==> src/vgaPkg.sv <==
package vgaPkg;

	localparam int countWidth = 10; // Width of both pixel counters

	// Horizontal timing in pixels
	localparam logic [countWidth-1:0] hActive = 10'd640;
	localparam logic [countWidth-1:0] hFront = 10'd16;
	localparam logic [countWidth-1:0] hSync = 10'd96;
	localparam logic [countWidth-1:0] hBack = 10'd48;

	// Vertical timing in lines
	localparam logic [countWidth-1:0] vActive = 10'd480;
	localparam logic [countWidth-1:0] vFront = 10'd10;
	localparam logic [countWidth-1:0] vSync = 10'd2;
	localparam logic [countWidth-1:0] vBack = 10'd33;

	// Windows of the active low sync pulses
	localparam logic [countWidth-1:0] hSyncStart = hActive + hFront;
	localparam logic [countWidth-1:0] hSyncEnd = hSyncStart + hSync;
	localparam logic [countWidth-1:0] vSyncStart = vActive + vFront;
	localparam logic [countWidth-1:0] vSyncEnd = vSyncStart + vSync;

	localparam logic [countWidth-1:0] hTotal = hSyncEnd + hBack; // 800
	localparam logic [countWidth-1:0] vTotal = vSyncEnd + vBack; // 525

endpackage

==> src/boardPkg.sv <==
package boardPkg;

	typedef enum logic [1:0] {
		cellHidden = 2'd0,
		cellOpen = 2'd1,
		cellFlag = 2'd2,
		cellMine = 2'd3
	} cellCode;

	typedef enum logic [1:0] {
		gameIdle = 2'd0,
		gamePlaying = 2'd1,
		gameWon = 2'd2,
		gameLost = 2'd3
	} gameState;

	// Opcodes written to the command register
	typedef enum logic [1:0] {
		cmdIdle = 2'd0,
		cmdStart = 2'd1,
		cmdWin = 2'd2,
		cmdLose = 2'd3
	} gameCmd;

	// APB register map
	localparam logic [11:0] addrCmd = 12'h000;
	localparam logic [11:0] addrStatus = 12'h004;
	localparam logic [11:0] addrCellBase = 12'h100; // Cell i at base + 4*i

	// Pixel colours as 24-bit RGB
	localparam logic [23:0] colHidden = 24'h404040;
	localparam logic [23:0] colOpen = 24'hC0C0C0;
	localparam logic [23:0] colFlag = 24'hFFFF00;
	localparam logic [23:0] colMine = 24'hFF00FF;
	localparam logic [23:0] colLine = 24'hFFFFFF;
	localparam logic [23:0] colLineWon = 24'h00FF00;
	localparam logic [23:0] colLineLost = 24'hFF0000;
	localparam logic [23:0] colBlank = 24'h000000;

endpackage

==> src/vgaTiming.sv <==
module vgaTiming (
	input  logic clk,
	input  logic rstN,
	output logic [vgaPkg::countWidth-1:0] hCount,
	output logic [vgaPkg::countWidth-1:0] vCount,
	output logic hSyncRaw,
	output logic vSyncRaw,
	output logic active
);

	logic hWrap;
	logic vWrap;

	assign hWrap = hCount == vgaPkg::hTotal - 1;
	assign vWrap = vCount == vgaPkg::vTotal - 1;

	// Free running raster counters
	always_ff @(posedge clk) begin
		if (!rstN) begin
			hCount <= '0;
			vCount <= '0;
		end else begin
			if (hWrap) begin
				hCount <= '0;
			end else begin
				hCount <= hCount + 1'b1;
			end

			if (hWrap) begin // One line done
				if (vWrap) begin
					vCount <= '0;
				end else begin
					vCount <= vCount + 1'b1;
				end
			end
		end
	end

	assign hSyncRaw = !(hCount >= vgaPkg::hSyncStart && hCount < vgaPkg::hSyncEnd);
	assign vSyncRaw = !(vCount >= vgaPkg::vSyncStart && vCount < vgaPkg::vSyncEnd);
	assign active = (hCount < vgaPkg::hActive) && (vCount < vgaPkg::vActive);

	hCountInRange: assert property (
		@(posedge clk) disable iff (!rstN)
		hCount < vgaPkg::hTotal
	);

endmodule

==> src/gameControl.sv <==
module gameControl #(
	parameter int cellCount = 50
) (
	input  logic clk,
	input  logic rstN,
	input  logic [11:0] paddr,
	input  logic psel,
	input  logic penable,
	input  logic pwrite,
	input  logic [31:0] pwdata,
	output logic [31:0] prdata,
	output logic pready,
	output logic pslverr,
	output boardPkg::gameState state,
	output logic cellWe,
	output logic [$clog2(cellCount)-1:0] cellAddr,
	output boardPkg::cellCode cellWdata,
	output logic boardClear,
	input  boardPkg::cellCode apbRdata
);

	localparam int addrW = $clog2(cellCount);

	logic access;
	logic wrAccess;
	logic isCmd;
	logic isStatus;
	logic isCell;
	logic [11:0] cellOff;
	logic cmdErr;
	logic cellErr;
	boardPkg::gameCmd cmd;
	boardPkg::gameState stateNext;

	assign access = psel && penable; // APB access phase
	assign wrAccess = access && pwrite;

	assign isCmd = paddr == boardPkg::addrCmd;
	assign isStatus = paddr == boardPkg::addrStatus;
	assign cellOff = paddr - boardPkg::addrCellBase;
	assign isCell = (paddr >= boardPkg::addrCellBase) && (cellOff[1:0] == 2'b00)
		&& (cellOff[11:2] < cellCount);

	assign cmd = boardPkg::gameCmd'(pwdata[1:0]);

	// Game FSM driven only by command writes
	always_comb begin
		stateNext = state;
		cmdErr = 1'b0;
		if (wrAccess && isCmd) begin
			unique case (cmd)
				boardPkg::cmdIdle: stateNext = boardPkg::gameIdle;
				boardPkg::cmdStart: stateNext = boardPkg::gamePlaying;
				boardPkg::cmdWin: begin
					if (state == boardPkg::gamePlaying) begin
						stateNext = boardPkg::gameWon;
					end else begin
						cmdErr = 1'b1; // Only a running game can end
					end
				end
				boardPkg::cmdLose: begin
					if (state == boardPkg::gamePlaying) begin
						stateNext = boardPkg::gameLost;
					end else begin
						cmdErr = 1'b1;
					end
				end
			endcase
		end
	end

	always_ff @(posedge clk) begin
		if (!rstN) begin
			state <= boardPkg::gameIdle;
		end else begin
			state <= stateNext;
		end
	end

	assign boardClear = wrAccess && isCmd && (cmd == boardPkg::cmdStart);
	assign cellErr = pwrite && isCell && (state != boardPkg::gamePlaying);
	assign cellWe = wrAccess && isCell && (state == boardPkg::gamePlaying);
	assign cellAddr = cellOff[addrW+1:2];
	assign cellWdata = boardPkg::cellCode'(pwdata[1:0]);

	// Status is read only
	assign pslverr = access && (!(isCmd || isStatus || isCell) || cmdErr || cellErr
		|| (pwrite && isStatus));
	assign pready = 1'b1;

	always_comb begin
		prdata = '0;
		if (isStatus) begin
			prdata[1:0] = state;
		end else if (isCell) begin
			prdata[1:0] = apbRdata;
		end
	end

	cellWeOnlyPlaying: assert property (
		@(posedge clk) disable iff (!rstN)
		cellWe |-> state == boardPkg::gamePlaying
	);

	noWriteDuringClear: assert property (
		@(posedge clk) disable iff (!rstN)
		!(cellWe && boardClear)
	);

endmodule

==> src/cellMemory.sv <==
module cellMemory #(
	parameter int cellCount = 50
) (
	input  logic clk,
	input  logic rstN,
	input  logic we,
	input  logic [$clog2(cellCount)-1:0] wAddr,
	input  boardPkg::cellCode wData,
	input  logic clear,
	input  logic [$clog2(cellCount)-1:0] apbAddr,
	input  logic [$clog2(cellCount)-1:0] renderAddr,
	output boardPkg::cellCode apbData,
	output boardPkg::cellCode renderData
);

	boardPkg::cellCode cells [cellCount];

	// Board clears as a whole on reset or game start
	always_ff @(posedge clk) begin
		if (!rstN || clear) begin
			for (int i = 0; i < cellCount; i++) begin
				cells[i] <= boardPkg::cellHidden;
			end
		end else if (we) begin
			cells[wAddr] <= wData;
		end
	end

	// Two asynchronous read ports
	always_comb begin
		if (apbAddr < cellCount) begin
			apbData = cells[apbAddr];
		end else begin
			apbData = boardPkg::cellHidden; // Unmapped index
		end
	end

	always_comb begin
		if (renderAddr < cellCount) begin
			renderData = cells[renderAddr];
		end else begin
			renderData = boardPkg::cellHidden;
		end
	end

	wAddrInRange: assert property (
		@(posedge clk) disable iff (!rstN)
		we |-> wAddr < cellCount
	);

endmodule

==> src/boardRenderer.sv <==
module boardRenderer #(
	parameter int cols = 10,
	parameter int rows = 5,
	parameter int cellW = 64,
	parameter int cellH = 96
) (
	input  logic clk,
	input  logic rstN,
	input  logic [vgaPkg::countWidth-1:0] hCount,
	input  logic [vgaPkg::countWidth-1:0] vCount,
	input  logic hSyncRaw,
	input  logic vSyncRaw,
	input  logic active,
	input  boardPkg::gameState state,
	output logic [$clog2(cols*rows)-1:0] renderAddr,
	input  boardPkg::cellCode renderData,
	output logic [7:0] r,
	output logic [7:0] g,
	output logic [7:0] b,
	output logic hsync,
	output logic vsync,
	output logic de
);

	localparam int colW = $clog2(cols);
	localparam int rowW = $clog2(rows);
	localparam int addrW = $clog2(cols*rows);

	logic [colW-1:0] colS1;
	logic [rowW-1:0] rowS1;
	logic lineS1;
	logic hSyncS1;
	logic vSyncS1;
	logic activeS1;
	logic [23:0] pixel;

	// Stage 1 finds the grid position of the pixel
	always_ff @(posedge clk) begin
		colS1 <= colW'(hCount / cellW);
		rowS1 <= rowW'(vCount / cellH);
		lineS1 <= ((hCount % cellW) < 2) || ((vCount % cellH) < 2); // 2 px border
	end

	always_ff @(posedge clk) begin
		if (!rstN) begin
			hSyncS1 <= 1'b1;
			vSyncS1 <= 1'b1;
			activeS1 <= 1'b0;
		end else begin
			hSyncS1 <= hSyncRaw;
			vSyncS1 <= vSyncRaw;
			activeS1 <= active;
		end
	end

	// Blanking positions fall outside the board
	assign renderAddr = activeS1 ? addrW'(rowS1 * cols + colS1) : '0;

	always_comb begin
		if (!activeS1) begin
			pixel = boardPkg::colBlank;
		end else if (lineS1) begin
			case (state) // Grid lines show the result
				boardPkg::gameWon: pixel = boardPkg::colLineWon;
				boardPkg::gameLost: pixel = boardPkg::colLineLost;
				default: pixel = boardPkg::colLine;
			endcase
		end else begin
			case (renderData)
				boardPkg::cellOpen: pixel = boardPkg::colOpen;
				boardPkg::cellFlag: pixel = boardPkg::colFlag;
				boardPkg::cellMine: pixel = boardPkg::colMine;
				default: pixel = boardPkg::colHidden;
			endcase
		end
	end

	// Stage 2 registers the colour with aligned syncs
	always_ff @(posedge clk) begin
		if (!rstN) begin
			{r, g, b} <= boardPkg::colBlank;
			hsync <= 1'b1;
			vsync <= 1'b1;
			de <= 1'b0;
		end else begin
			{r, g, b} <= pixel;
			hsync <= hSyncS1;
			vsync <= vSyncS1;
			de <= activeS1;
		end
	end

	renderAddrOnBoard: assert property (
		@(posedge clk) disable iff (!rstN)
		activeS1 |-> renderAddr < cols * rows
	);

endmodule

==> src/boardDisplay.sv <==
module boardDisplay #(
	parameter int cols = 10,
	parameter int rows = 5,
	parameter int cellW = 64,
	parameter int cellH = 96
) (
	input  logic clk,
	input  logic rstN,
	input  logic [11:0] paddr,
	input  logic psel,
	input  logic penable,
	input  logic pwrite,
	input  logic [31:0] pwdata,
	output logic [31:0] prdata,
	output logic pready,
	output logic pslverr,
	output logic [7:0] r,
	output logic [7:0] g,
	output logic [7:0] b,
	output logic hsync,
	output logic vsync,
	output logic de
);

	localparam int cellCount = cols * rows;
	localparam int addrW = $clog2(cellCount);

	logic [vgaPkg::countWidth-1:0] hCount;
	logic [vgaPkg::countWidth-1:0] vCount;
	logic hSyncRaw;
	logic vSyncRaw;
	logic active;
	boardPkg::gameState state;
	logic cellWe;
	logic [addrW-1:0] cellAddr;
	boardPkg::cellCode cellWdata;
	logic boardClear;
	boardPkg::cellCode apbRdata;
	logic [addrW-1:0] renderAddr;
	boardPkg::cellCode renderData;

	vgaTiming vgaTiming_i (
		.clk(clk), .rstN(rstN), .hCount(hCount), .vCount(vCount),
		.hSyncRaw(hSyncRaw), .vSyncRaw(vSyncRaw), .active(active)
	);

	gameControl #(.cellCount(cellCount)) gameControl_i (
		.clk(clk), .rstN(rstN), .paddr(paddr), .psel(psel), .penable(penable),
		.pwrite(pwrite), .pwdata(pwdata), .prdata(prdata), .pready(pready),
		.pslverr(pslverr), .state(state), .cellWe(cellWe), .cellAddr(cellAddr),
		.cellWdata(cellWdata), .boardClear(boardClear), .apbRdata(apbRdata)
	);

	// APB reads and writes share one cell index
	cellMemory #(.cellCount(cellCount)) cellMemory_i (
		.clk(clk), .rstN(rstN), .we(cellWe), .wAddr(cellAddr), .wData(cellWdata),
		.clear(boardClear), .apbAddr(cellAddr), .renderAddr(renderAddr),
		.apbData(apbRdata), .renderData(renderData)
	);

	boardRenderer #(
		.cols(cols), .rows(rows), .cellW(cellW), .cellH(cellH)
	) boardRenderer_i (
		.clk(clk), .rstN(rstN), .hCount(hCount), .vCount(vCount),
		.hSyncRaw(hSyncRaw), .vSyncRaw(vSyncRaw), .active(active), .state(state),
		.renderAddr(renderAddr), .renderData(renderData),
		.r(r), .g(g), .b(b), .hsync(hsync), .vsync(vsync), .de(de)
	);

endmodule

==> config.mk <==
export PLATFORM = sky130hd
export DESIGN_NAME = boardDisplay
export DESIGN_NICKNAME = d
export VERILOG_FILES = /design/src/vgaPkg.sv /design/src/boardPkg.sv /design/src/vgaTiming.sv /design/src/gameControl.sv /design/src/cellMemory.sv /design/src/boardRenderer.sv /design/src/boardDisplay.sv
export SDC_FILE = /design/constraint.sdc
export NUM_CORES = 1
export LEC_CHECK = 0
export ABC_AREA = 1
export BUFFER_PORTS_ARGS = -buffer_cell sky130_fd_sc_hd__buf_2
export CAP_MARGIN = 20
export CORE_ASPECT_RATIO = 0.9
export CORE_MARGIN = 2
export CORE_UTILIZATION = 40
export DETAILED_ROUTE_END_ITERATION = 12
export GPL_TIMING_DRIVEN = 1
export PLACE_DENSITY = 0.66
export SETUP_SLACK_MARGIN = 0.2
export SLEW_MARGIN = 0
export SYNTH_ARGS = -nofsm -noshare
export SYNTH_HDL_FRONTEND = slang
export SYNTH_SLANG_ARGS = --single-unit
==> constraint.sdc <==
create_clock -name clk -period 3.6 [get_ports clk]
set_clock_uncertainty 0.2 [all_clocks]
set_input_delay 0.9 -clock clk [delete_from_list [all_inputs] [get_ports clk]]
set_output_delay 0.9 -clock clk [all_outputs]
set_load 0.01 [all_outputs]
==> out/metrics.csv <==
metric,value,unit
outcome,completed,
grt_util_all_layers,0.206,
antenna_cells,0,
crit_fanout,5,
timing.rr.end,boardRenderer_i.g[7]$_SDFF_PN0_,
cpMaxStageDelayCell,a221oi_2,
r2r-start,boardRenderer_i.rowS1[0]$_DFF_P_,
crit_path_end,prdata[0],
power,0.00451,W
final_nets,1349,
grt_max_degree,51,
stdcell_area,11600,sq um
setup-violations-final,0,
worstSetupPathType,primary input to output pin,
cp.depth,14,
cpPeakStageDelay,0.26,ns
ys.flop_type,edfxtp_1,
synth_largest_area_cell,edfxtp_1,
fillCellCount,2192,
cap_violations,0,
ir_worst_vdd,0.319,mV
synth_top_cells_by_area,"edfxtp_1 40%, nand2_1 9.5%, dfxtp_1 9.4%",
syn-instance-count,1161,
clock_latency,0.43,ns
via_count,8555,
synth_edf_count,128,
fmax,287,MHz
die_h,151,microns
relSlewSlack,0.472,
rows,53,
syn2layout_area_growth,21.0,%
synth_area,9630,sq um
worstSetupStartpointType,primary input,
overflow,0,
ys_ff_latch,173,
drv_slew,0,
fin_cells,1599,
io_pins,110,
start_util,0.410,
core,23500,sq um
ff2ff_setup_slack,0.38,ns
cts_tree,done,
synthArstFlopShare,0,
dr.pass1.iters,5,
dp_cells,1556,
max_slew.worst_pin.slew,0.789,ns
antenna_left,0,
grt_pass1_vias,7769,
remaining_drc_errors,0,
io_buffers,48,
yosysSeqAreaShare,0.493,
tns,0,ns
p_per_area,387,nW/um^2
fp.dieW,168,microns
path_cells,buf_8 > clkinv_8 > nand2_8 > inv_8 > buf_12 > a221oi_2 > nand2_1 > nand3_2 > nand3_2 > nand2_2 > nand2_2 > o21ai_2 > nand2_1 > buf_2,
clockBufferDepth,2,
ys.warnings.count,0,
fin_util,0.496,
clock-sinks,173,
synthTopCellsByCount,"244 x nand2_1, 185 x nor2_1, 128 x edfxtp_1",
worstPathArrival,2.38,ns
required,2.50,ns
drt_iter0_drc,833,
numCtsBuffers,17,
rsz0062_at_grt,yes,
period_minus_slack,3.48,ns
cts_root_buf,clkbuf_16,
dpl_cell_area,10600,sq um
viasPerCell,5.35,
critPathBufInv,5,
gp_congestion,0.915,
cp-end-kind,output pin,
yosysMostFrequentCell,nand2_1,
avgSynthCellArea,8.30,sq um
synth.top_cell.area_share,0.399,
finalCritPeriodShare,0.966,
cpLargestDelayFamily,simple AND/OR/NAND/NOR gates,
ff2ff_path_depth,15,
power.static_leakage,4.97,nW
synthDistinctLibCells,47,
drive_gt1_frac,0.184,
min_path_type,flip-flop to flip-flop,
wl,26.3,mm
drt-wirelength-per-cell,16.4,microns
hold_viol,0,
clk_pin_slew,0.07,ns
place_hpwl,18.1,mm
htreeDepth,4,
grt_pass1_wl,40.3,mm
dieArea,25300,sq um
antenna_found_initial,0,
cp-startpoint,paddr[3],
hold_buffers,0,
[cell usage in the layout, fill, tap and decap left out, drive strengths merged, types with 19 or more instances in the layout]
master  instances
edfxtp        128
buf           141
nor2          186
nand2         246
o211ai         22
inv           120
conb           59
clkbuf         19
nand3          52
nor3           22
a21oi          56
dfxtp          45
o21ai          83
[registers in the layout, indices dropped and copies added (netlist names), 2 cells and up]
signal / cells
boardRenderer_i.r: 3
vgaTiming_i.hCount: 10
boardRenderer_i.g: 3
boardRenderer_i.colS1: 4
cellMemory_i.cells: 128
gameControl_i.state: 2
vgaTiming_i.vCount: 10
boardRenderer_i.b: 3
boardRenderer_i.rowS1: 3
[per-layer routing]
| metal | GRT usage | share of wire |
|---|---|---|
| met3 | 0.0515 | 0.099 |
| met5 | 0 | 0 |
| met2 | 0.325 | 0.45 |
| met4 | 0.0791 | 0.024 |
| met1 | 0.274 | 0.43 |
[logic make-up after synthesis]
family,Yosys count,synth area share
adder cells (fa/ha/maj),16,0.0216
flip-flops,173,0.493
buffers and inverters,213,0.103
AND/OR/NAND/NOR,537,0.243
other,2,0.000780
AO/OA/AOI/OAI,213,0.133
XOR/XNOR,7,0.00637
[cell type report]
type	instances	area, sq um	share of cell area
tap	302	378	0.0324
clock buffer	18	429	0.0368
inverter	116	478	0.0410
sequential	173	4740	0.407
timing repair inverter	1	11.3	0.000967
multi-input combinational	832	4280	0.367
timing repair buffer	143	1180	0.101
clock inverter	14	156	0.0134
[report_power, final]
part	leakage, nW	internal, W	switching, W
Clock	0.275	0.000984	0.000858
Combinational	3.03	0.000143	0.000281
Sequential	1.67	0.00221	0.0000333
[worst min path at each step]
stage	from	end	depth (start not counted)
after floorplan	vgaTiming_i.hCount[9]$_SDFF_PP0_	boardRenderer_i.colS1[3]$_DFF_P_	0
after global placement	vgaTiming_i.hCount[9]$_SDFF_PP0_	boardRenderer_i.colS1[3]$_DFF_P_	0
after detailed placement	vgaTiming_i.hCount[9]$_SDFF_PP0_	boardRenderer_i.colS1[3]$_DFF_P_	0
after CTS	vgaTiming_i.hCount[9]$_SDFF_PP0_	boardRenderer_i.colS1[3]$_DFF_P_	0
after global routing	vgaTiming_i.hCount[9]$_SDFF_PP0_	boardRenderer_i.colS1[3]$_DFF_P_	0
final	vgaTiming_i.hCount[9]$_SDFF_PP0_	boardRenderer_i.colS1[3]$_DFF_P_	0
[metrics by stage]
| stage | hold slack [ns] | worst slack (ns) |
|---|---|---|
| 3_3_place_gp | 0.163 | -0.0773 |
| 6_report | 0.181 | 0.121 |
| 4_1_cts | 0.177 | 0.0691 |
| 5_1_grt | 0.190 | 0.0283 |
| 3_5_place_dp | 0.166 | -0.0858 |
| 2_1_floorplan | 0.151 | 0.225 |
[what timing repair did]
item,4_1_cts,5_1_grt
pin swaps,13,22
gates resized for setup,35,54
endpoints found under the hold margin,0,0
endpoints found under the setup margin,6,9
setup buffers,2,5
gates cloned,3,1
(Power assumes the default switching activity.)
